<file path="config.mk">
export PLATFORM = sky130hd
export DESIGN_NAME = sew_alu
export DESIGN_NICKNAME = d
export VERILOG_FILES = /design/src/vpu_pkg.sv /design/src/sew_alu.sv
export SDC_FILE = /design/constraint.sdc
export NUM_CORES = 2
export LEC_CHECK = 0
export ABC_AREA = 0
export BUFFER_PORTS_ARGS = -buffer_cell sky130_fd_sc_hd__buf_4
export CORE_UTILIZATION = 35
export CTS_CLUSTER_DIAMETER = 50
export DETAILED_ROUTE_END_ITERATION = 10
export SLEW_MARGIN = 30
export SYNTH_ARGS = -nofsm -noshare
export SYNTH_HDL_FRONTEND = slang
export SYNTH_SLANG_ARGS = --single-unit
export TNS_END_PERCENT = 10
</file>
<file path="constraint.sdc">
create_clock -name clk_i -period 10.15 [get_ports clk_i]
set_input_delay 1.015 -clock clk_i [delete_from_list [all_inputs] [get_ports clk_i]]
set_output_delay 1.015 -clock clk_i [all_outputs]
set_load 0.01 [all_outputs]
</file>
<file path="src/vpu_pkg.sv">
`default_nettype none

package vpu_pkg;

   localparam int NUM_LANES = 4;
   localparam int VRF_ROWS  = 32;
   localparam int NUM_SEQ   = 2;

   typedef logic [31:0] lane_word_t;
   typedef logic [4:0]  row_addr_t;
   typedef logic [3:0]  row_cnt_t;   // 1 to 8 rows

   typedef enum logic [1:0] {E8 = 2'd0, E16 = 2'd1, E32 = 2'd2} sew_e;

   typedef enum logic [2:0]
   {
      OP_ADD, OP_SUB, OP_AND, OP_OR, OP_XOR, OP_MINU, OP_MAXU, OP_PASS
   } alu_op_e;

   typedef enum logic [1:0] {OP2_VEC = 2'd0, OP2_SCALAR = 2'd1, OP2_IMM = 2'd2} op2_sel_e;

   // Read side, travels to T+1
   typedef struct packed
   {
      alu_op_e    op;
      op2_sel_e   op2_sel;
      sew_e       sew;
      lane_word_t scalar;
      logic [4:0] imm;
      row_addr_t  vd_row;
      logic       store;
   } issue_t;

   // Write side, travels to T+2
   typedef struct packed
   {
      logic      wr_en;
      row_addr_t vd_row;
      logic      store;
   } wb_t;

   // Flat byte index in the ALU slots for byte byt of a lane
   function automatic int slot_idx(sew_e sew, int lane, int byt);
      case (sew)
         E16:     slot_idx = (lane - lane % 2 + byt / 2) * 4 + (byt % 2) * 2 + lane % 2;
         E32:     slot_idx = (lane - lane % 4 + byt) * 4 + lane % 4;
         default: slot_idx = lane * 4 + byt;
      endcase
   endfunction

endpackage

`default_nettype wire

</file>
<file path="src/sew_alu.sv">
`timescale 1ns/1ps
`default_nettype none

module sew_alu #(
   parameter int NUM_LANES = vpu_pkg::NUM_LANES
)
(
   input  logic                clk_i,
   input  logic                rst_i,
   input  vpu_pkg::alu_op_e    op_i,
   input  vpu_pkg::sew_e       sew_i,
   input  vpu_pkg::lane_word_t op_a_i [NUM_LANES],
   input  vpu_pkg::lane_word_t op_b_i [NUM_LANES],
   output vpu_pkg::lane_word_t res_o [NUM_LANES]
);
   import vpu_pkg::*;

   lane_word_t slot_d [NUM_LANES];
   lane_word_t slot_q [NUM_LANES];
   sew_e       sew_q;    // Width of the registered result

   // Narrow elements come in zero extended
   function automatic lane_word_t elem_calc(alu_op_e op, lane_word_t a, lane_word_t b);
      case (op)
         OP_ADD:  elem_calc = a + b;
         OP_SUB:  elem_calc = a - b;
         OP_AND:  elem_calc = a & b;
         OP_OR:   elem_calc = a | b;
         OP_XOR:  elem_calc = a ^ b;
         OP_MINU: elem_calc = (a < b) ? a : b;
         OP_MAXU: elem_calc = (a > b) ? a : b;
         OP_PASS: elem_calc = b;
      endcase
   endfunction

   always_comb
   begin
      lane_word_t t;
      lane_word_t r8;
      lane_word_t r16;
      lane_word_t r32;
      for (int w = 0; w < NUM_LANES; w++)
      begin
         r32 = elem_calc(op_i, op_a_i[w], op_b_i[w]);
         for (int h = 0; h < 2; h++)
         begin
            t = elem_calc(op_i, {16'b0, op_a_i[w][h * 16 +: 16]},
                          {16'b0, op_b_i[w][h * 16 +: 16]});
            r16[h * 16 +: 16] = t[15:0];
         end
         for (int q = 0; q < 4; q++)
         begin
            t = elem_calc(op_i, {24'b0, op_a_i[w][q * 8 +: 8]}, {24'b0, op_b_i[w][q * 8 +: 8]});
            r8[q * 8 +: 8] = t[7:0];
         end
         case (sew_i)
            E8:      slot_d[w] = r8;
            E16:     slot_d[w] = r16;
            default: slot_d[w] = r32;
         endcase
      end
   end

   always_ff @(posedge clk_i)
   begin
      if (!rst_i)
         sew_q <= E8;
      else
         sew_q <= sew_i;
   end

   always_ff @(posedge clk_i)
   begin
      slot_q <= slot_d;
   end

   //////////////////////////////
   // Scatter back to lane bytes

   always_comb
   begin
      int s;
      for (int l = 0; l < NUM_LANES; l++)
      begin
         for (int b = 0; b < 4; b++)
         begin
            s = slot_idx(sew_q, l, b);
            res_o[l][b * 8 +: 8] = slot_q[s / 4][(s % 4) * 8 +: 8];
         end
      end
   end

endmodule

`default_nettype wire

</file>
Word-level counts from Yosys, hierarchy flattened. Index checks and enable logic that the tools add are counted.

Flip-flop bits (word level): 130. Input bits: 263. Output and inout bits: 128. Logic and storage cells: 442.

$add $sub $neg: 70. Order comparisons: 70. Equality and inequality tests: 10. Shifts and indexed selects: 14. Muxes and demuxes: 144. Bitwise logic cells: 112. Reductions and logical operators: 17.

Operator list (number): 32-bit two-way mux (36); 16-bit case mux with 8 select lines (8); 32-bit case mux with 8 select lines (4); 8-bit case mux with 8 select lines (16); 32-bit binary-select mux with 2-bit select (14); 32-bit by 3-bit >= comparator with 1-bit output, second input constant (14); 32-bit NOT (14); 32-bit by 6-bit variable part select with 8-bit output (14); 16-bit two-way mux (16); 8-bit two-way mux (32); 32-bit case mux with 2 select lines (4); 16-bit adder (8); 32-bit adder (4); 8-bit adder (16); 16-bit AND (8); 32-bit AND (4); 8-bit AND (16); 16-bit > comparator (8); 32-bit > comparator (4); 8-bit > comparator (16); 16-bit less-than comparator (8); 32-bit less-than comparator (4); 8-bit less-than comparator (16); 16-bit bitwise OR (8); other kinds (23) (145).

Depth between registers and ports, before layout.
Depth after elaboration: 11. Mapped depth: 16. Depth with buffers taken out: 14.

Worst setup path after synthesis. OpenSTA, ideal clock, no wires.

Path type: input-to-reg. Start: input op_b_i[80] (netlist bit). End: register slot_q[85] (netlist bit). Setup time: 0.134 ns. Arrival time: 3.953 ns. Required time: 10.016 ns. Setup slack: 6.063 ns. Stages: 15. Buffers on the path: 4. Cell sequence: inv_1 ha_1 buf_6 or4_4 or2_1 clkbuf_2 a211oi_1 a211oi_2 a31oi_4 buf_6 buf_4 mux2i_1 nor2_1 nor4_1 a21oi_1.

RTL lines: start: declaration (RTL line sew_alu.sv:13) `input vpu_pkg::lane_word_t op_b_i [NUM_LANES],`; end signal: assignment (RTL line sew_alu.sv:74) `slot_q <= slot_d;`; end: declaration (RTL line sew_alu.sv:19) `lane_word_t slot_q [NUM_LANES];`.

==> results.tsv <==
stage	metric	value	unit
worst_setup_path	critPathMaxStageDelay	0.82	ns
sta	hold_ws	0.7636	ns
route	first_iter_violations	8462	
status	violations	design-rule violations	
worst_setup_path	worstPathMaxFanout	14	
placement	portBuffers	390	
clock_network	clock-root-buffer	clkbuf_16	
worst_setup_path	startpoint_type	primary input	
placement	dpl.cell_count	7754	
sta	tightestPinTransition	1.117	ns
synth	async_flop_share	0	
synth	ys_warn_count	0	
synth	synth_ff_type	dfxtp_1	
global_routing	grt_pass1_vias	48650	
clock_network	cts_buffers	17	
power_and_ir_drop	pwr-share-seq	0.177	
layout	drive_above_1_share	0.1349	
layout	layout_commonest_cell	a21oi_1	
synth	avgSynthCellArea	7.019	sq um
floorplanning	core_area	0.1217	sq mm
floorplanning	num_rows	128	
worst_setup_path	slowest_stage	a21oi_2	
status	outcome	finished with violations	
clock_network	postCtsSetupBuffers	0	
route	wl_per_cell	32.03	microns
clock_network	clkTransAtPathRegs	0.07	ns
worst_setup_path	worstPathRequired	10.59	ns
global_routing	grtUsageMet1	0.5143	
power_and_ir_drop	p_clk_frac	0.136	
global_routing	grt_pass1_wl	354000	microns
floorplanning	die_y	352.4	microns
placement	globalplace.congestion	1.021	
sta	timing.final.crit_share	0.5728	
route	drt-pass1-iter-count	10	
sta	setup_viol	0	
route	drc_errors	2	
global_routing	use_met2	0.5493	
worst_setup_path	crit_family	compound AO/OA/AOI/OAI gates	
placement	post-dp-hpwl	181500	microns
worst_setup_path	worst-setup-path-type	primary input to flip-flop	
floorplanning	start_util	0.3530	
clock_network	cts_tree	built	
route	viasPerCell	6.881	
synth	ys_ff_latch	130	
sta	min_period	5.814	ns
floorplanning	dieArea	0.1242	sq mm
sta	tns	0	ns
global_routing	gr-max-usage-layer	met2	
worst_setup_path	arrival	6.25	ns
flow_run	cap_violations	0	
synth	ys_seq_area_frac	0.06057	
power_and_ir_drop	powerDensity	105.3	mW/mm^2
power_and_ir_drop	leakage	19.43	nW
worst_setup_path	worst_setup_path_end_kind	flip-flop	
worst_setup_path	cp_common_cell	buf_4	
power_and_ir_drop	peakVddDrop	156.1	uV
global_routing	grt_overflow_total	0	
power_and_ir_drop	cellInternalPower	0.002266	W
clock_network	cts_htree_levels	4	
layout	syn_to_final_growth	11.09	%
synth	yosys.area.top_type	ha_1	
worst_hold_path	min_path_type	primary input to flip-flop	
power_and_ir_drop	switching_share	0.5494	
sta	timing.fmax	172.0	MHz
worst_setup_path	critPathBufInv	5	
sta	slew_headroom	0.2459	
synth	yosysTopAreaCellShare	0.1159	
power_and_ir_drop	p_comb_frac	0.687	
power_and_ir_drop	power.switching	0.002762	W
global_routing	grt_max_degree	101	
synth	yosysUniqueCellTypes	98	
floorplanning	dieWidth	352.4	microns
global_routing	antenna_found_initial	47	
synth	synthCells	6121	
clock_network	cts.repair.resized	0	
route	drtAntennaViolNets	0	
clock_network	postCtsHoldBufs	0	
clock_network	clock_sinks	130	
synth	synthesis.area	0.04296	sq mm
synth	syn_nets	6814	
sta	finalHoldViolCount	0	
layout	fin_cells	7812	
layout	nets	6841	
global_routing	grt_use_total	0.3809	
route	wl	250200	microns
sta	rsz0062_at_grt	false	
synth	synth_edf_count	0	
route	vias	53760	
sta	final_max_slew_viol_count	0	
layout	mostFrequentLayoutCells	a21oi_1 (759), nor2_1 (520), buf_4 (497)	
global_routing	met3_usage	0.1119	
clock_network	cts_buffer_depth	2	
floorplanning	io_pins	391	
worst_setup_path	path_cells	buf_4 > inv_1 > ha_1 > fa_1 > nor3_1 > o31ai_1 > a31oi_1 > nor3_2 > buf_4 > o211ai_2 > a21oi_2 > buf_4 > mux2i_2 > buf_4 > a221oi_1 > o22a_1 > a21oi_1	
synth	synth_area_leaders	ha_1 (12%), a21oi_1 (8.8%), dfxtp_1 (6.1%)	
[stage by stage]
stage	setup slack (ns)	area (sq um)	power (W)	utilization
after floorplan	6.063	42970	0.002822	-
after global placement	4.161	47050	0.004172	0.3865
after detailed placement	4.098	47090	0.004181	0.3868
after CTS	4.535	47660	0.004871	0.3916
after global routing	4.142	47710	0.005201	0.3920
final	4.337	47730	0.005028	0.3921
[cells in the mapped netlist (23+ instances only)]
library cell and count:
mux4_2 96, mux2_2 86, a31oi_1 76, clkbuf_1 345, a21o_1 62, a22oi_1 87
nor4_1 62, fa_1 32, o211ai_1 90, nand2b_1 40, nand2_1 386, a22o_1 40
a211oi_1 62, a221oi_1 170, nor2_1 534, a221o_1 65, ha_1 398, a21oi_1 759
o21ai_0 467, inv_1 411, nand4_1 42, a2111oi_0 23, nor3_1 89, clkinv_1 23
buf_2 41, xnor2_1 296, nor2b_1 38, a21boi_0 26, o21bai_1 66, o31ai_1 66
o221ai_1 134, o22ai_1 85, mux2i_1 228, buf_1 86, nand3_1 76, xor2_1 23
buf_4 25, dfxtp_1 130
[per-layer routing]
layer / vias to the layer above / wire length (microns)
met1: 25790 / 100700
met4: 30 / 13480
met2: 4152 / 102000
met5: - / 199
li1: 23050 / -
met3: 727 / 33790
[area by class of cell]
cell class                 instances  area (sq um)
antenna                           26         65.06
clock inverter                    14         147.6
sequential                       130          2603
fill                           12950         73990
multi-input combinational       5052         36890
tap                             1625          2033
timing repair buffer             508          3911
inverter                         439          1654
clock buffer                      18         429.2
[power groups by stage]
| stage | clock, W | sequential (W) | combinational (W) |
|---|---|---|---|
| global route | 0.000698 | 0.000869 | 0.00363 |
| global placement | 0 | 0.000865 | 0.00331 |
| floorplan | 0 | 0.000662 | 0.00216 |
| detailed placement | 0 | 0.000865 | 0.00332 |
| finish | 0.000682 | 0.000892 | 0.00345 |
| CTS | 0.000682 | 0.000853 | 0.00334 |
[registers in the layout, indices dropped and copies added (netlist names)]
register  count
slot_q      128
sew_q         2
[path summary, 6_finish.rpt]
path	from	end	slack, ns	cells after the start
worst min-delay path	rst_i	sew_q[1]	0.76	2
worst max-delay path	op_a_i[96]	slot_q[98]	4.34	17
[cell families after synthesis]
logic type	Yosys count	share of synthesized area
AND/OR/NAND/NOR	1374	0.1433
flip-flops	130	0.06057
multiplexers	410	0.1260
buffers and inverters	939	0.08579
XOR/XNOR	319	0.06503
AO/OA/AOI/OAI	2519	0.3885
adder cells (fa/ha/maj)	430	0.1308
(Power assumes the default switching activity.)
