<file path="src/vpu_pkg.sv">
`default_nettype none

package vpu_pkg;

   localparam int NUM_LANES = 4;
   localparam int VRF_ROWS  = 32;
   localparam int NUM_SEQ   = 2;

   typedef logic [31:0] lane_word_t;
   typedef logic [4:0]  row_addr_t;
   typedef logic [3:0]  row_cnt_t;   // 1 to 8 rows

   typedef enum logic [1:0] {E8 = 2'd0, E16 = 2'd1, E32 = 2'd2} sew_e;

   typedef enum logic [2:0]
   {
      OP_ADD, OP_SUB, OP_AND, OP_OR, OP_XOR, OP_MINU, OP_MAXU, OP_PASS
   } alu_op_e;

   typedef enum logic [1:0] {OP2_VEC = 2'd0, OP2_SCALAR = 2'd1, OP2_IMM = 2'd2} op2_sel_e;

   // Read side, travels to T+1
   typedef struct packed
   {
      alu_op_e    op;
      op2_sel_e   op2_sel;
      sew_e       sew;
      lane_word_t scalar;
      logic [4:0] imm;
      row_addr_t  vd_row;
      logic       store;
   } issue_t;

   // Write side, travels to T+2
   typedef struct packed
   {
      logic      wr_en;
      row_addr_t vd_row;
      logic      store;
   } wb_t;

   // Flat byte index in the ALU slots for byte byt of a lane
   function automatic int slot_idx(sew_e sew, int lane, int byt);
      case (sew)
         E16:     slot_idx = (lane - lane % 2 + byt / 2) * 4 + (byt % 2) * 2 + lane % 2;
         E32:     slot_idx = (lane - lane % 4 + byt) * 4 + lane % 4;
         default: slot_idx = lane * 4 + byt;
      endcase
   endfunction

endpackage

`default_nettype wire

</file>
<file path="src/elem_sequencer.sv">
`timescale 1ns/1ps
`default_nettype none

module elem_sequencer
(
   input  logic                clk_i,
   input  logic                rst_i,
   input  logic                start_i,
   output logic                ready_o,
   input  vpu_pkg::alu_op_e    op_i,
   input  vpu_pkg::op2_sel_e   op2_sel_i,
   input  vpu_pkg::sew_e       sew_i,
   input  vpu_pkg::row_addr_t  vs1_row_i,
   input  vpu_pkg::row_addr_t  vs2_row_i,
   input  vpu_pkg::row_addr_t  vd_row_i,
   input  vpu_pkg::row_cnt_t   row_cnt_i,
   input  vpu_pkg::lane_word_t scalar_i,
   input  logic [4:0]          imm_i,
   input  logic                store_i,
   input  logic                gnt_i,
   output logic                req_o,
   output vpu_pkg::row_addr_t  rd_row1_o,
   output vpu_pkg::row_addr_t  rd_row2_o,
   output vpu_pkg::issue_t     issue_o
);
   import vpu_pkg::*;

   row_cnt_t   cnt_q;      // Rows still to issue
   row_addr_t  vs1_q;
   row_addr_t  vs2_q;
   row_addr_t  vd_q;
   alu_op_e    op_q;
   op2_sel_e   op2_sel_q;
   sew_e       sew_q;
   lane_word_t scalar_q;
   logic [4:0] imm_q;
   logic       store_q;
   logic       take;

   assign take = start_i && (cnt_q == '0);

   always_ff @(posedge clk_i)
   begin
      if (!rst_i)
         cnt_q <= '0;
      else if (take)
         cnt_q <= row_cnt_i;
      else if (gnt_i)
         cnt_q <= cnt_q - 1'b1;
   end

   always_ff @(posedge clk_i)
   begin
      if (take)
      begin
         vs1_q    <= vs1_row_i;
         vs2_q    <= vs2_row_i;
         vd_q     <= vd_row_i;
         sew_q    <= sew_i;
         scalar_q <= scalar_i;
         imm_q    <= imm_i;
         store_q  <= store_i;
         if (store_i)
         begin
            op_q      <= OP_PASS;     // Source row rides on vs2
            op2_sel_q <= OP2_VEC;
         end
         else
         begin
            op_q      <= op_i;
            op2_sel_q <= op2_sel_i;
         end
      end
      else if (gnt_i)
      begin
         vs1_q <= vs1_q + 1'b1;
         vs2_q <= vs2_q + 1'b1;
         vd_q  <= vd_q + 1'b1;
      end
   end

   assign ready_o   = (cnt_q == '0);
   assign req_o     = (cnt_q != '0);
   assign rd_row1_o = vs1_q;
   assign rd_row2_o = vs2_q;

   always_comb
   begin
      issue_o.op      = op_q;
      issue_o.op2_sel = op2_sel_q;
      issue_o.sew     = sew_q;
      issue_o.scalar  = scalar_q;
      issue_o.imm     = imm_q;
      issue_o.vd_row  = vd_q;
      issue_o.store   = store_q;
   end

endmodule

`default_nettype wire

</file>
<file path="config.mk">
export PLATFORM = sky130hd
export DESIGN_NAME = elem_sequencer
export DESIGN_NICKNAME = d
export VERILOG_FILES = /design/src/vpu_pkg.sv /design/src/elem_sequencer.sv
export SDC_FILE = /design/constraint.sdc
export NUM_CORES = 1
export LEC_CHECK = 0
export BUFFER_PORTS_ARGS = -buffer_cell sky130_fd_sc_hd__buf_2
export CELL_PAD_IN_SITES_DETAIL_PLACEMENT = 1
export CELL_PAD_IN_SITES_GLOBAL_PLACEMENT = 1
export CORE_MARGIN = 3
export CORE_UTILIZATION = 34
export CTS_CLUSTER_DIAMETER = 60
export DETAILED_ROUTE_END_ITERATION = 12
export PLACE_DENSITY_LB_ADDON = 0.1
export SYNTH_ARGS = -nofsm -noshare
export SYNTH_HDL_FRONTEND = slang
export SYNTH_SLANG_ARGS = --single-unit
</file>
<file path="constraint.sdc">
create_clock -name clk_i -period 2.4 [get_ports clk_i]
set_clock_uncertainty 0.2 [all_clocks]
set_input_delay 0.48 -clock clk_i [delete_from_list [all_inputs] [get_ports clk_i]]
set_output_delay 0.48 -clock clk_i [all_outputs]
set_load 0.005 [all_outputs]
</file>
# Yosys cells after proc, flatten, opt, wreduce, memory -nomap -nowiden
# Cells that the tools add are included.
[totals] n_memories=0 out_inout_bits=62 elab_cells=26 register_bits=64 inputBits=68 latchBits=0 romBits=0 ramBits=0
[classes] magnitude_cmp=0 n_mul=0 shifts=0 reduce_logical=4 n_eq_ne=0 div=0 n_mux=8 n_addsub=4 bitwise=0
[op_table] operator="$mux W5" count=6
[op_table] operator="$add A5 B1 Y5 const B" count=3
[op_table] operator="$mux W4" count=2
[op_table] operator="$logic_not A4 Y1" count=1
[op_table] operator="$reduce_bool A4 Y1" count=1
[op_table] operator="$sub A4 B1 Y4 const B" count=1
[op_table] operator="$reduce_bool A2 Y1" count=1
[op_table] operator="$logic_and A1 B1 Y1" count=1

# Longest topological paths before layout
[logic_depth] depth_word=3 ltp_mapped=7 ltp_nobuf=5

# Worst setup path after synthesis
# Ideal clock, no wire load.
[synth_timing] path_type="register -> register" from="register cnt_q[0]" to="register imm_q[0], enable pin" setup_ps=385 stages_incl_launch_ff=6 path_buffers=2 t_arrival_ps=1535 required_ps=1815 synth_period_minus_slack_ps=2120 setup_slack_ps=280 cell_sequence="dfxtp_1 inv_1 ha_1 and4bb_1 buf_4 buf_2"
[synth_between] elab_chain_cells=2
[synth_lines] element="start: declaration" line_no="elem_sequencer.sv:28" rtl="row_cnt_t cnt_q;"
[synth_lines] element="start signal: assignment" line_no="elem_sequencer.sv:47" rtl="cnt_q <= row_cnt_i;"
[synth_lines] element="start signal: assignment" line_no="elem_sequencer.sv:49" rtl="cnt_q <= cnt_q - 1'b1;"
[synth_lines] element="$logic_not A4 Y1" line_no="elem_sequencer.sv:40" rtl="assign take = start_i && (cnt_q == '0);"
[synth_lines] element="$logic_and A1 B1 Y1" line_no="elem_sequencer.sv:40"
[synth_lines] element="named net take" line_no="elem_sequencer.sv:38" rtl="logic take;"
[synth_lines] element="end signal: assignment" line_no="elem_sequencer.sv:61" rtl="imm_q <= imm_i;"
[synth_lines] element="end: declaration" line_no="elem_sequencer.sv:36" rtl="logic [4:0] imm_q;"
# The timed path passes the listed nets, and every way through them passes these cells.
# A chain may end at the register's enable or synchronous reset.

# Worst setup path after layout
[layout_timing] from="register cnt_q[0]" to="output req_o"
[layout_between] elab_chain_cells=1
[layout_lines] element="$reduce_bool A4 Y1" line_no="elem_sequencer.sv:83" rtl="assign req_o = (cnt_q != '0);"
[layout_lines] element="end: declaration" line_no="elem_sequencer.sv:21" rtl="output logic req_o,"
# Every way passes these cells.

==> flow_summary.toml <==
[hold_path]
hp-class = "primary input to flop"
timing.hold.worst_endpoint = "scalar_q[28]"
timing.hold.worst.start = "scalar_i[28]"
min_path_cells = 1

[grt]
grt.total_usage_pct = 15.0
grt_max_degree = 42
first_pass_grt_wire_length_um = 9270
grt_antenna_before_repair = 0
first_global_vias = 1748
grt_remaining_overflow = 0

[timing]
hold_violations = 0
max_slew.worst_pin.slew_ns = 0.345
setup_tns_ns = 0
final_min_period_over_clock_period_pct = 82.2
post-route-min-period_ns = 1.97
relSlewSlack_pct = 77.0
final_setup_violation_count = 0
clock.fmax_mhz = 507
grt_setup_unrepaired = "no"
final_slew_violations = 0

[route]
final_antenna_net_count = 0
wire_per_inst_um = 15.6
num_vias = 1649
viasPerCell = 4.36
drt_total_wl_um = 5890
drt_drc_violations_left = 0
drt_first_iter_violations = 74
number_of_optimization_iterations_in_the_first_detailed_route_pass = 4

[layout]
num-fill-cells = 717
final_cell_count_no_fill = 378
antennaDiodeCount = 0
share_of_post_route_cells_with_drive_strength_above_1_pct = 53.3
areaGrowthSynthToFinish_pct = 39.5
design.final.nets = 352

[synthesis]
yosysSeqAreaShare_pct = 78.4
postSynthRegisterBits = 64
post_synth_most_frequent_cells = "sky130_fd_sc_hd__edfxtp_1 (60), sky130_fd_sc_hd__nand2_1 (13), sky130_fd_sc_hd__o21ai_1 (12)"
synth_enable_flop_cells = 60
synth_area_leaders = "sky130_fd_sc_hd__edfxtp_1 (75%), sky130_fd_sc_hd__dfxtp_1 (3.3%), sky130_fd_sc_hd__xor2_1 (2.6%), sky130_fd_sc_hd__o21ai_1 (2.5%), sky130_fd_sc_hd__ha_1 (2.1%)"
postSynth.topFlopCell = "sky130_fd_sc_hd__edfxtp_1"
count_of_unique_library_cells_instantiated_by_yosys = 31
netlist.area_leader.share_pct = 75.1
yosys.area_share.xor_xnor_pct = 3.65
synth_fa_ha_area_share_pct = 2.09
avgSynthCellArea_um2 = 16.9
netlist_area_before_placement_mm2 = 0.00240
synth_mux_area_share_pct = 1.82
postSynth.asyncResetShare_pct = 0
yosys.cell_count.top_type = "sky130_fd_sc_hd__edfxtp_1"
yosys.area_share.simple_pct = 7.09
dominant_combinational_cell_family_by_area_after_synthesis = "simple AND/OR/NAND/NOR gates"
synthesis.yosys.warnings = 0
synth_compound_area_share_pct = 4.80
netlist.top_cell.by_area = "sky130_fd_sc_hd__edfxtp_1"
postSynthNetCount = 214
synth_cells = 142

[pwr]
peakVddDrop_uv = 426
leakage_power_uw = 0.00139
power_uw = 3360
areal_power_density_over_the_cells_mw_per_mm2 = 1000

[clock_network]
clk_latency_ns = 0.34
cts_made_buffers = 9
tritoncts = "yes"
clockBufferDepth = 2
clk_transition_reported_paths_ns = 0.07
ctsResizeCount = 0
ctsRootBufferMaster = "sky130_fd_sc_hd__clkbuf_8"
clkSinkCount = 64
cts_hold_repair.buffers = 0
cts_htree_levels = 3
cts_post_setup_buffers_inserted = 0

[floorplan]
initial_utilization_pct = 36.3
num_rows = 29
placeableCoreArea_mm2 = 0.00660
num_io_pins = 130
die_area_mm2 = 0.00810
die_x_um = 90.0
die_height_um = 90.0

[setup_path]
required_arrival_time_at_the_worst_endpoint_ns = 1.72
worstSetupEndpointType = "primary output"
r2r_setup_slack_ns = 0.45
critical_path_at_ns = 1.29
start_kind = "flop"
critPathKind = "flop to primary output"
r2r-start = "cnt_q[0]"
r2r_end = "rd_row2_o[0]"
worstPathMaxFanout = 4
r2r_cell_count = 5

[placed_design]
post_placement_cell_count = 362
routabilityCongestion = 0.705
count_of_port_buffers_added_during_placement = 129
dp_hpwl_um = 4510

[run]
max-cap-violations = 0

[outcome]
outcome = "completed"
## placed cells by master, fill, tap and decap left out, types with 2 or more instances in the layout
cell type                    instances
sky130_fd_sc_hd__nor2_1              2
sky130_fd_sc_hd__clkinv_1            2
sky130_fd_sc_hd__mux2_1              3
sky130_fd_sc_hd__clkinvlp_4          2
sky130_fd_sc_hd__or2_2               3
sky130_fd_sc_hd__nand2_1            13
sky130_fd_sc_hd__buf_4               2
sky130_fd_sc_hd__xnor2_1             3
sky130_fd_sc_hd__nand3_1             6
sky130_fd_sc_hd__clkinv_2            2
sky130_fd_sc_hd__dfxtp_1             4
sky130_fd_sc_hd__o21ai_1            12
sky130_fd_sc_hd__edfxtp_1           60
sky130_fd_sc_hd__nor2b_1             3
sky130_fd_sc_hd__xor2_1              7
sky130_fd_sc_hd__ha_1                4
sky130_fd_sc_hd__inv_1               2
sky130_fd_sc_hd__buf_2             129
sky130_fd_sc_hd__clkbuf_8            9
## report_power, final
group          switching [uW]  internal (uW)  total (uW)
clock network             413            468         881
logic                     384            392         776
registers                 152           1550        1710
## through the flow
stage / util, % / setup WS (ns) / cell area [um2] / hold WS [ns]
floorplan: - / 0.280 / 2400 / 0.348
global placement: 47.9 / 0.465 / 3160 / 0.384
detailed placement: 47.9 / 0.447 / 3160 / 0.406
CTS: 50.7 / 0.399 / 3350 / 0.0951
global route: 50.7 / 0.319 / 3350 / 0.0878
finish: 50.7 / 0.427 / 3350 / 0.118
## layer usage
layer / track usage (%) / up-vias / routed length [um]
met3: 6.01 / 6 / 469
met5: 0 / - / 0
met2: 24.8 / 73 / 2910
met4: 6.89 / 0 / 86
li1: - / 803 / -
met1: 17.1 / 767 / 2430
## kinds of logic (layout without fill, tap and decap cells)
group | count (synthesis) | count (layout)
muxes | 4 | 4
xor gates and xnor gates | 10 | 10
and+or+nand+nor | 33 | 33
DFF | 64 | 64
adders and majority gates | 4 | 4
AOI/OAI and AO/OA | 19 | 19
buffers and inverters | 8 | 151
## worst max path at each step
stage	endpoint	slack, ns	startpoint	cells past startpoint
2_1_floorplan	imm_q[0]	0.28	cnt_q[0]	5
5_1_grt	rd_row2_o[0]	0.32	cnt_q[0]	5
4_1_cts	req_o	0.40	cnt_q[0]	5
6_report	req_o	0.43	cnt_q[0]	5
3_3_place_gp	rd_row1_o[4]	0.47	start_i	4
3_5_place_dp	rd_row1_o[0]	0.45	cnt_q[0]	5
## area by class of cell
class                   instances  area (um2)  area share, %
clock inverters                 7        62.6           1.87
inverters                       3        11.3          0.336
multi-input cells              70         470           14.1
clock buffers                   9         124           3.70
well taps                      93         116           3.48
flip-flops and latches         64        1880           56.2
repair buffers                132         681           20.3
## critical path, stage by stage, from the launching register on
cell,delay [ns]
sky130_fd_sc_hd__dfxtp_1,0.36
sky130_fd_sc_hd__inv_1,0.06
sky130_fd_sc_hd__ha_1,0.23
sky130_fd_sc_hd__and2_1,0.18
sky130_fd_sc_hd__inv_2,0.04
sky130_fd_sc_hd__buf_2,0.09
## state kept, by name, indices dropped and copies added (netlist names)
signal and flops:
cnt_q 4, imm_q 5, op2_sel_q 2, op_q 3
rd_row1_o 5, rd_row2_o 5, scalar_q 32, sew_q 2
store_q 1, vd_q 5
(Power assumes the default switching activity.)
