File: config.mk
export PLATFORM = sky130hd
export DESIGN_NAME = lane_vrf
export DESIGN_NICKNAME = d
export VERILOG_FILES = /design/src/vpu_pkg.sv /design/src/lane_vrf.sv
export SDC_FILE = /design/constraint.sdc
export NUM_CORES = 1
export LEC_CHECK = 0
export BUFFER_PORTS_ARGS = -buffer_cell sky130_fd_sc_hd__buf_2
export CORE_UTILIZATION = 57
export CTS_CLUSTER_SIZE = 25
export DETAILED_ROUTE_END_ITERATION = 7
export GPL_TIMING_DRIVEN = 0
export PLACE_DENSITY = 0.76
export SYNTH_ARGS = -nofsm -noshare
export SYNTH_HDL_FRONTEND = slang
export SYNTH_SLANG_ARGS = --single-unit
File: constraint.sdc
create_clock -name clk_i -period 2.7 [get_ports clk_i]
set_input_delay 0.27 -clock clk_i [delete_from_list [all_inputs] [get_ports clk_i]]
set_output_delay 0.27 -clock clk_i [all_outputs]
set_load 0.05 [all_outputs]
File: src/vpu_pkg.sv
`default_nettype none

package vpu_pkg;

   localparam int NUM_LANES = 4;
   localparam int VRF_ROWS  = 32;
   localparam int NUM_SEQ   = 2;

   typedef logic [31:0] lane_word_t;
   typedef logic [4:0]  row_addr_t;
   typedef logic [3:0]  row_cnt_t;   // 1 to 8 rows

   typedef enum logic [1:0] {E8 = 2'd0, E16 = 2'd1, E32 = 2'd2} sew_e;

   typedef enum logic [2:0]
   {
      OP_ADD, OP_SUB, OP_AND, OP_OR, OP_XOR, OP_MINU, OP_MAXU, OP_PASS
   } alu_op_e;

   typedef enum logic [1:0] {OP2_VEC = 2'd0, OP2_SCALAR = 2'd1, OP2_IMM = 2'd2} op2_sel_e;

   // Read side, travels to T+1
   typedef struct packed
   {
      alu_op_e    op;
      op2_sel_e   op2_sel;
      sew_e       sew;
      lane_word_t scalar;
      logic [4:0] imm;
      row_addr_t  vd_row;
      logic       store;
   } issue_t;

   // Write side, travels to T+2
   typedef struct packed
   {
      logic      wr_en;
      row_addr_t vd_row;
      logic      store;
   } wb_t;

   // Flat byte index in the ALU slots for byte byt of a lane
   function automatic int slot_idx(sew_e sew, int lane, int byt);
      case (sew)
         E16:     slot_idx = (lane - lane % 2 + byt / 2) * 4 + (byt % 2) * 2 + lane % 2;
         E32:     slot_idx = (lane - lane % 4 + byt) * 4 + lane % 4;
         default: slot_idx = lane * 4 + byt;
      endcase
   endfunction

endpackage

`default_nettype wire

File: src/lane_vrf.sv
`timescale 1ns/1ps
`default_nettype none

module lane_vrf #(
   parameter int VRF_ROWS = vpu_pkg::VRF_ROWS
)
(
   input  logic                clk_i,
   input  vpu_pkg::row_addr_t  rd_row1_i,
   input  vpu_pkg::row_addr_t  rd_row2_i,
   output vpu_pkg::lane_word_t rd1_o,
   output vpu_pkg::lane_word_t rd2_o,
   input  logic                wr_en_i,
   input  vpu_pkg::row_addr_t  wr_row_i,
   input  vpu_pkg::lane_word_t wr_data_i
);
   import vpu_pkg::*;

   lane_word_t mem [VRF_ROWS];

   // Same-row read and write returns the old word
   always_ff @(posedge clk_i)
   begin
      if (wr_en_i)
         mem[wr_row_i] <= wr_data_i;
      rd1_o <= mem[rd_row1_i];
      rd2_o <= mem[rd_row2_i];
   end

endmodule

`default_nettype wire

; After elaboration in Yosys (flattened, before gate mapping)
; Memory sizes are Yosys's and may differ from the RTL's. A register that Yosys moved wholly into a read port is not among the register bits.
; Cells that the tools add are included.
[word_totals]
mem_count = 1
in_bits = 49
latch_bits = 0
regBits = 0
mem_bits_rw = 1024
romBits = 0
[op_classes]
bitwise = 0
eq_ne = 0
add_sub_neg = 0
reduce_logical = 0
mul = 0
div = 0
mux = 2
magnitude_cmp = 0
shifts = 0
[mem_list]
columns = name, words, width, rd, rd_ports_with_merged_regs, write_ports, line_no
row1 = mem, 32, 32, 2, 2, 1, lane_vrf.sv:19  ; lane_word_t mem [VRF_ROWS];
[op_table]
columns = operator, count
row1 = $mux 1, 2

; Longest topological paths before layout
; Gate-level depths: netlist of run 1.
[logic_depth]
depth_word = 2
mapped_depth = 8
depth_no_buf = 5

; Least setup slack after synthesis of run 1
; OpenSTA, ideal clock, no wires.
[synth_timing]
path_type = in2reg
from = in wr_row_i[1]
to = mem mem[12][0] in the netlist's numbering, enable pin
required_ns = 2.279
stages = 3
arrival_ns = 2.283
setup_slack_ns = -0.004
n_path_buf = 1
cell_sequence = or3b_2 > clkbuf_1 > nor2_1
[synth_lines]
columns = element, line_no
row1 = from (decl), lane_vrf.sv:14  ; input vpu_pkg::row_addr_t wr_row_i,
row2 = to (decl), lane_vrf.sv:19
; No word-level cell before the write port.

==> results.sh, run 1 <==
export IMPL_worst_setup_hold_path_clk_slew_ps=70
export IMPL_area_delta_synth_final_pct=13.0
export IMPL_maxCapViolations=0
export IMPL_setup_reg_to_reg_worst_slack_ps=750
export IMPL_post_cts_setup_driven_buffer_insertion_count=0
export IMPL_ff2ff_path_depth=5
export IMPL_critPathCaptureType="flip-flop"
export IMPL_crit_slowest_cell="sky130_fd_sc_hd__clkbuf_1"
export IMPL_worstPathArrival_ps=2870
export IMPL_crit_start="rd_row2_i[3]"
export IMPL_post_route_cells_drive_above_1_share_pct=13.3
export IMPL_vdd_ir_drop_worst_mv=0.579
export IMPL_clock_tree_root_cell="sky130_fd_sc_hd__clkbuf_16"
export IMPL_critical_path_peak_fanout=10
export IMPL_rsz0062_at_grt="no"
export IMPL_tightestPinTransition_ps=1110
export IMPL_worst_path_buf_inv=3
export IMPL_grt_remaining_overflow=0
export IMPL_first_global_vias=32948
export IMPL_synth_compound_area_share_pct=7.84
export IMPL_netlist_instances=3450
export IMPL_place_port_buffers=110
export IMPL_worst_path_largest_cell_delay_ps=780
export IMPL_post_synth_and_or_nand_nor_area_fraction_pct=4.59
export IMPL_drv_slew=0
export IMPL_cts_hold_repair_buffers=0
export IMPL_drc_errors=0
export IMPL_synth_warning_count=0
export IMPL_critPathKind="in2reg"
export IMPL_viasPerCell=6.82
export IMPL_design_final_nets=3753
export IMPL_mappedNetlistNets=3499
export IMPL_cts_tree="yes"
export IMPL_power_density_mw_per_mm2=667
export IMPL_finalWirelength_um=157000
export IMPL_grt_max_degree=33
export IMPL_critPathCapture="rd2_o[17]$_DFF_P_"
export IMPL_run_status="completed"
export IMPL_die_y_um=298
export IMPL_fin_crit_ps=2390
export IMPL_timing_hold_worst_class="in2reg"
export IMPL_dr_pass1_iters=6
export IMPL_synth_enable_flop_cells=1024
export IMPL_timing_final_hold_violations=0
export IMPL_power_leakage_uw=0.0213
export IMPL_initial_antenna_violation_count=6
export IMPL_cts_resized_gates=0
export IMPL_first_iter_violations=4734
export IMPL_maxSlewHeadroom_pct=26.3
export IMPL_htree_levels=3
export IMPL_post_drt_wl_per_cell_um=31.7
export IMPL_detailedPlacementHpwl_um=110000
export IMPL_insertedDiodeCount=0
export IMPL_post_synth_num_cell_types=24
export IMPL_path_depth=7
export IMPL_postSynth_asyncResetShare_pct=0
export IMPL_placement_setup_worst_slack_ps=-206
export IMPL_core_area_mm2=0.0869
export IMPL_clock_fmax_mhz=418
export IMPL_synth_area_mux_share_pct=20.5
export IMPL_synth_adder_area_share_pct=0
export IMPL_boundaryPins=113
export IMPL_rr_endpoint="rd1_o[5]$_DFF_P_"
export IMPL_synth_top_family_by_area="multiplexers"
export IMPL_period_share_pct=88.5
export IMPL_synth_seq_area_share_pct=64.0
export IMPL_die_width_um=298
export IMPL_critical_path_cell_chain="buf_2 > or2_2 > clkbuf_1 > clkbuf_1 > nor3_1 > a31oi_1 > nand3_1"
export IMPL_layout_filler_cell_count=6042
export IMPL_post_synth_xor_area_fraction_pct=0
export IMPL_worst_path_most_repeated_cell="sky130_fd_sc_hd__clkbuf_1"
export IMPL_holdWs_ps=99.7
export IMPL_worstPathRequired_ps=3180
export IMPL_gpl_final_weighted_congestion=0.939
export IMPL_total_power_uw=37700
export IMPL_dr_total_vias=33731
export IMPL_timing_critical_path_from_type="input pin"
export IMPL_ys_dominant_reg_cell="sky130_fd_sc_hd__edfxtp_1"
export IMPL_track_usage_pct=34.9
export IMPL_ys_seq_elements=1088
export IMPL_tns_setup_ps=0
export IMPL_clock_skew_ps=19.3
export IMPL_cts_sinks=1088
export IMPL_placement_rows=108
export IMPL_syn_area_mm2=0.0501
export IMPL_setup_violations_final=0
export IMPL_clock_latency_ps=690
export IMPL_numCtsBuffers=110
export IMPL_grt_pass1_wl_um=223000
export IMPL_crit_family="buffers and inverters"
export IMPL_ant_nets=0
export IMPL_floorplan_die_area_mm2=0.0890
export IMPL_rr_startpoint="mem[7][5]$_DFFE_PP_"
export IMPL_setup_ws_ps=310
export IMPL_start_util_pct=57.6
export IMPL_synth_avg_cell_area_um2=14.5
export IMPL_cts_path_max_buffers=3
layer usage:
layer / vias up / wire length [um] / GRT usage (%)
met5: - / 46 / 0
met4: 8 / 10100 / 20.5
met3: 415 / 18600 / 6.78
met2: 2488 / 68400 / 51.6
met1: 16726 / 59900 / 48.3
li1: 14094 / - / -
worst min path at each step:
| stage | startpoint | endpoint | slack [ps] | cells after the start |
|---|---|---|---|---|
| after detailed placement | mem[9][23]$_DFFE_PP_ | rd1_o[23]$_DFF_P_ | 630 | 4 |
| after floorplan | wr_data_i[0] | mem[0][0]$_DFFE_PP_ | 370 | 0 |
| after CTS | wr_data_i[2] | mem[12][2]$_DFFE_PP_ | 70 | 1 |
| after global routing | wr_data_i[3] | mem[31][3]$_DFFE_PP_ | 120 | 1 |
| final | wr_data_i[0] | mem[1][0]$_DFFE_PP_ | 100 | 1 |
| after global placement | mem[24][29]$_DFFE_PP_ | rd2_o[29]$_DFF_P_ | 640 | 4 |
Yosys cell counts (4+ instances only):
cell / n / area, um2
sky130_fd_sc_hd__nor3_1: 64 / 320
sky130_fd_sc_hd__nand2_1: 195 / 732
sky130_fd_sc_hd__mux2i_1: 1024 / 10200
sky130_fd_sc_hd__dfxtp_1: 64 / 1280
sky130_fd_sc_hd__a22oi_1: 192 / 1440
sky130_fd_sc_hd__a21oi_1: 192 / 961
sky130_fd_sc_hd__clkbuf_4: 4 / 30.0
sky130_fd_sc_hd__nand3b_1: 5 / 37.5
sky130_fd_sc_hd__nor2_1: 35 / 131
sky130_fd_sc_hd__nand2b_1: 4 / 25.0
sky130_fd_sc_hd__nand3_1: 194 / 971
sky130_fd_sc_hd__edfxtp_1: 1024 / 30700
sky130_fd_sc_hd__buf_4: 47 / 353
sky130_fd_sc_hd__a22o_1: 128 / 1120
sky130_fd_sc_hd__clkbuf_1: 86 / 323
sky130_fd_sc_hd__a31oi_1: 64 / 400
sky130_fd_sc_hd__nor2b_1: 4 / 25.0
sky130_fd_sc_hd__buf_2: 70 / 350
sky130_fd_sc_hd__buf_6: 45 / 507
flip-flops by register name (all words and copies together) (netlist names):
register / flops
mem: 1024
rd1_o: 32
rd2_o: 32
layout by cell type (no fill, tap or decap), types with 32 or more instances in the layout:
master / netlist / final
sky130_fd_sc_hd__mux2i_1: 1024 / 1024
sky130_fd_sc_hd__edfxtp_1: 1024 / 1024
sky130_fd_sc_hd__nand2_1: 195 / 195
sky130_fd_sc_hd__nand3_1: 194 / 194
sky130_fd_sc_hd__a22oi_1: 192 / 192
sky130_fd_sc_hd__a21oi_1: 192 / 192
sky130_fd_sc_hd__buf_2: 70 / 180
sky130_fd_sc_hd__a22o_1: 128 / 128
sky130_fd_sc_hd__clkbuf_16: 0 / 115
sky130_fd_sc_hd__clkbuf_1: 86 / 111
sky130_fd_sc_hd__nor3_1: 64 / 64
sky130_fd_sc_hd__a31oi_1: 64 / 64
sky130_fd_sc_hd__dfxtp_1: 64 / 64
sky130_fd_sc_hd__buf_4: 47 / 47
sky130_fd_sc_hd__buf_6: 45 / 45
sky130_fd_sc_hd__nor2_4: 0 / 32
logic make-up after synthesis:
kind of cell	after synthesis
AOI/OAI and AO/OA	576
DFF	1088
muxes	1024
buffers and inverters	253
and+or+nand+nor	509
power by group:
| group | leakage (uW) | switching [uW] | internal (uW) |
|---|---|---|---|
| clock network | 0.00174 | 6480 | 8450 |
| logic | 0.00978 | 2780 | 1140 |
| registers | 0.00976 | 120 | 18800 |
| total | 0.0213 | 9370 | 28400 |
final cells by class:
cell class / count / area [um2] / area share, %
clock buffer: 155 / 3180 / 5.62
buffer: 253 / 1570 / 2.77
multi-input combinational: 2109 / 16700 / 29.5
timing repair buffer: 142 / 1320 / 2.33
sequential: 1088 / 32000 / 56.6
tap: 1155 / 1450 / 2.55
clock inverter: 45 / 324 / 0.573
stage by stage:
| stage | utilization, % | cell area, um2 | instances |
|---|---|---|---|
| 6_report | 65.1 | 56600 | 4947 |
| 3_3_place_gp | 59.9 | 52100 | 4715 |
| 4_1_cts | 65.1 | 56600 | 4947 |
| 3_5_place_dp | 61.1 | 53100 | 4747 |
| 5_1_grt | 65.1 | 56600 | 4947 |
| 2_1_floorplan | - | 50100 | 3450 |
(Power assumes the default switching activity.)
==> run 2: changes to the inputs <==
Settings changed: BUFFER_PORTS_ARGS -buffer_cell sky130_fd_sc_hd__buf_2 to unset, CORE_UTILIZATION 57 to 58, DONT_BUFFER_PORTS set to 1.
==> results.sh, run 2 (synthesized netlist as in run 1, its figures left out) <==
export IMPL_core_area_mm2=0.0853
export IMPL_placement_rows=107
export IMPL_initial_antenna_violation_count=7
export IMPL_largest_register="mem"
export IMPL_intPower_uw=28600
export IMPL_clock_latency_ps=690
export IMPL_cts_sinks=1088
export IMPL_worstPathArrival_ps=2580
export IMPL_use_met2_pct=53.6
export IMPL_track_usage_pct=35.6
export IMPL_cts_tree="yes"
export IMPL_tns_setup_ps=0
export IMPL_crit_family="buffers and inverters"
export IMPL_finalWirelength_um=156000
export IMPL_comb_power_share_pct=8.9
export IMPL_die_width_um=296
export IMPL_worstPathRequired_ps=3170
export IMPL_critPathCaptureType="flip-flop"
export IMPL_post_route_cells_drive_above_1_share_pct=11.0
export IMPL_critPathKind="in2reg"
export IMPL_gr_usage_met3_pct=7.10
export IMPL_first_iter_violations=4781
export IMPL_ant_nets=0
export IMPL_detailedPlacementHpwl_um=107000
export IMPL_post_layout_nonfiller_instances=4883
export IMPL_crit_slowest_cell="sky130_fd_sc_hd__buf_1"
export IMPL_maxCapViolations=0
export IMPL_gpl_final_weighted_congestion=0.926
export IMPL_dr_pass1_iters=6
export IMPL_grt_max_degree=33
export IMPL_timing_hold_worst_class="in2reg"
export IMPL_viasPerCell=6.89
export IMPL_power_frac_seq_pct=51.0
export IMPL_clock_skew_ps=21.2
export IMPL_place_inst=4626
export IMPL_footprint_of_the_multi_input_gates_mm2=0.0167
export IMPL_worst_setup_hold_path_clk_slew_ps=60
export IMPL_grt_remaining_overflow=0
export IMPL_drv_slew=0
export IMPL_layout_common_cells="sky130_fd_sc_hd__mux2i_1, sky130_fd_sc_hd__edfxtp_1, sky130_fd_sc_hd__nand2_1, sky130_fd_sc_hd__nand3_1"
export IMPL_setup_violations_final=0
export IMPL_worst_path_most_repeated_cell="sky130_fd_sc_hd__buf_2"
export IMPL_critical_path_peak_fanout=10
export IMPL_largest_registers_in_the_final_layout="mem (1024), rd1_o (32), rd2_o (32)"
export IMPL_drc_errors=0
export IMPL_period_share_pct=78.2
export IMPL_start_util_pct=58.7
export IMPL_first_global_vias=32519
export IMPL_numCtsBuffers=109
export IMPL_holdWs_ps=139
export IMPL_rsz0062_at_grt="no"
export IMPL_clock_fmax_mhz=473
export IMPL_switching_share_pct=24.6
export IMPL_place_port_buffers=0
export IMPL_design_final_nets=3692
export IMPL_fin_crit_ps=2110
export IMPL_die_y_um=296
export IMPL_area_sequential_mm2=0.0320
export IMPL_area_delta_synth_final_pct=13.4
export IMPL_vdd_ir_drop_worst_mv=0.745
export IMPL_timing_final_hold_violations=0
export IMPL_worst_path_buf_inv=3
export IMPL_grt_met1_usage_pct=48.7
export IMPL_power_density_mw_per_mm2=669
export IMPL_cts_resized_gates=0
export IMPL_htree_levels=3
export IMPL_power_leakage_uw=0.0212
export IMPL_tightestPinTransition_ps=1300
export IMPL_maxSlewHeadroom_pct=12.9
export IMPL_total_power_uw=38000
export IMPL_power_switching_uw=9360
export IMPL_critical_path_cell_chain="nor2_1 > buf_2 > buf_2 > buf_1 > nand2_1 > a31oi_1 > nand3_1"
export IMPL_layout_filler_cell_count=5962
export IMPL_boundaryPins=113
export IMPL_cts_path_max_buffers=3
export IMPL_floorplan_die_area_mm2=0.0875
export IMPL_power_clock_fraction_pct=40.1
export IMPL_postLayoutCoreUtil_pct=66.6
export IMPL_dr_total_vias=33663
export IMPL_clock_tree_root_cell="sky130_fd_sc_hd__clkbuf_16"
export IMPL_grt_pass1_wl_um=221000
export IMPL_grt_busiest_layer="met2"
export IMPL_largest_reg_flops=1024
export IMPL_post_drt_wl_per_cell_um=32.0
export IMPL_timing_critical_path_from_type="input pin"
export IMPL_run_status="completed"
export IMPL_worst_path_largest_cell_delay_ps=540
run 2: changes by cell type in the layout (fill, tap and decap cells not counted), sizes merged:
cell	delta
clkinvlp	+2
clkbuf	+10
buf	-92
inv	+1
dlygate4sd3	+32
diode	+2
clkinv	-8
run 2: per-stage QoR:
| step | area [um2] | worst slack (ps) |
|---|---|---|
| detailed placement | 52500 | 19.6 |
| CTS | 56800 | 731 |
| global route | 56800 | 655 |
| finish | 56800 | 587 |
| floorplan | 50100 | -4.08 |
| global placement | 51500 | -1890 |
run 2: area by class of cell:
type,instances,share of cell area [%]
multi-input cells,2109,29.4
clock inverters,40,0.538
repair buffers,82,2.52
clock buffers,165,5.83
plain buffers,253,2.76
well taps,1144,2.52
flip-flops and latches,1088,56.4
diodes,2,0.00881
run 2: repair_timing:
action,in CTS,in global routing
endpoints found under the hold margin,1024,0
setup buffers,0,0
hold buffers,50,0
run 2: path summary, 6_finish.rpt:
kind,from,to,slack [ps],depth (start not counted)
max,rd_row1_i[0],rd1_o[18]$_DFF_P_,590,7
min,wr_row_i[2],mem[19][12]$_DFFE_PP_,140,2
max reg2reg,mem[2][18]$_DFFE_PP_,rd1_o[18]$_DFF_P_,820,5
min reg2reg,mem[11][29]$_DFFE_PP_,rd1_o[29]$_DFF_P_,670,4
run 2: power groups by stage:
stage / Combinational (uW) / Clock [uW] / Sequential [uW]
final: 3370 / 15200 / 19400
after global routing: 3450 / 15900 / 19400
after CTS: 3260 / 15200 / 19400
after detailed placement: 2910 / 0 / 19700
after global placement: 2820 / 0 / 19700
after floorplan: 1840 / 0 / 19700
run 2: per-layer routing:
metal	share of wire (%)	vias up
met5	0.015	-
met4	6.1	4
met3	12	465
met2	44	2453
met1	38	16765
li1	-	13976
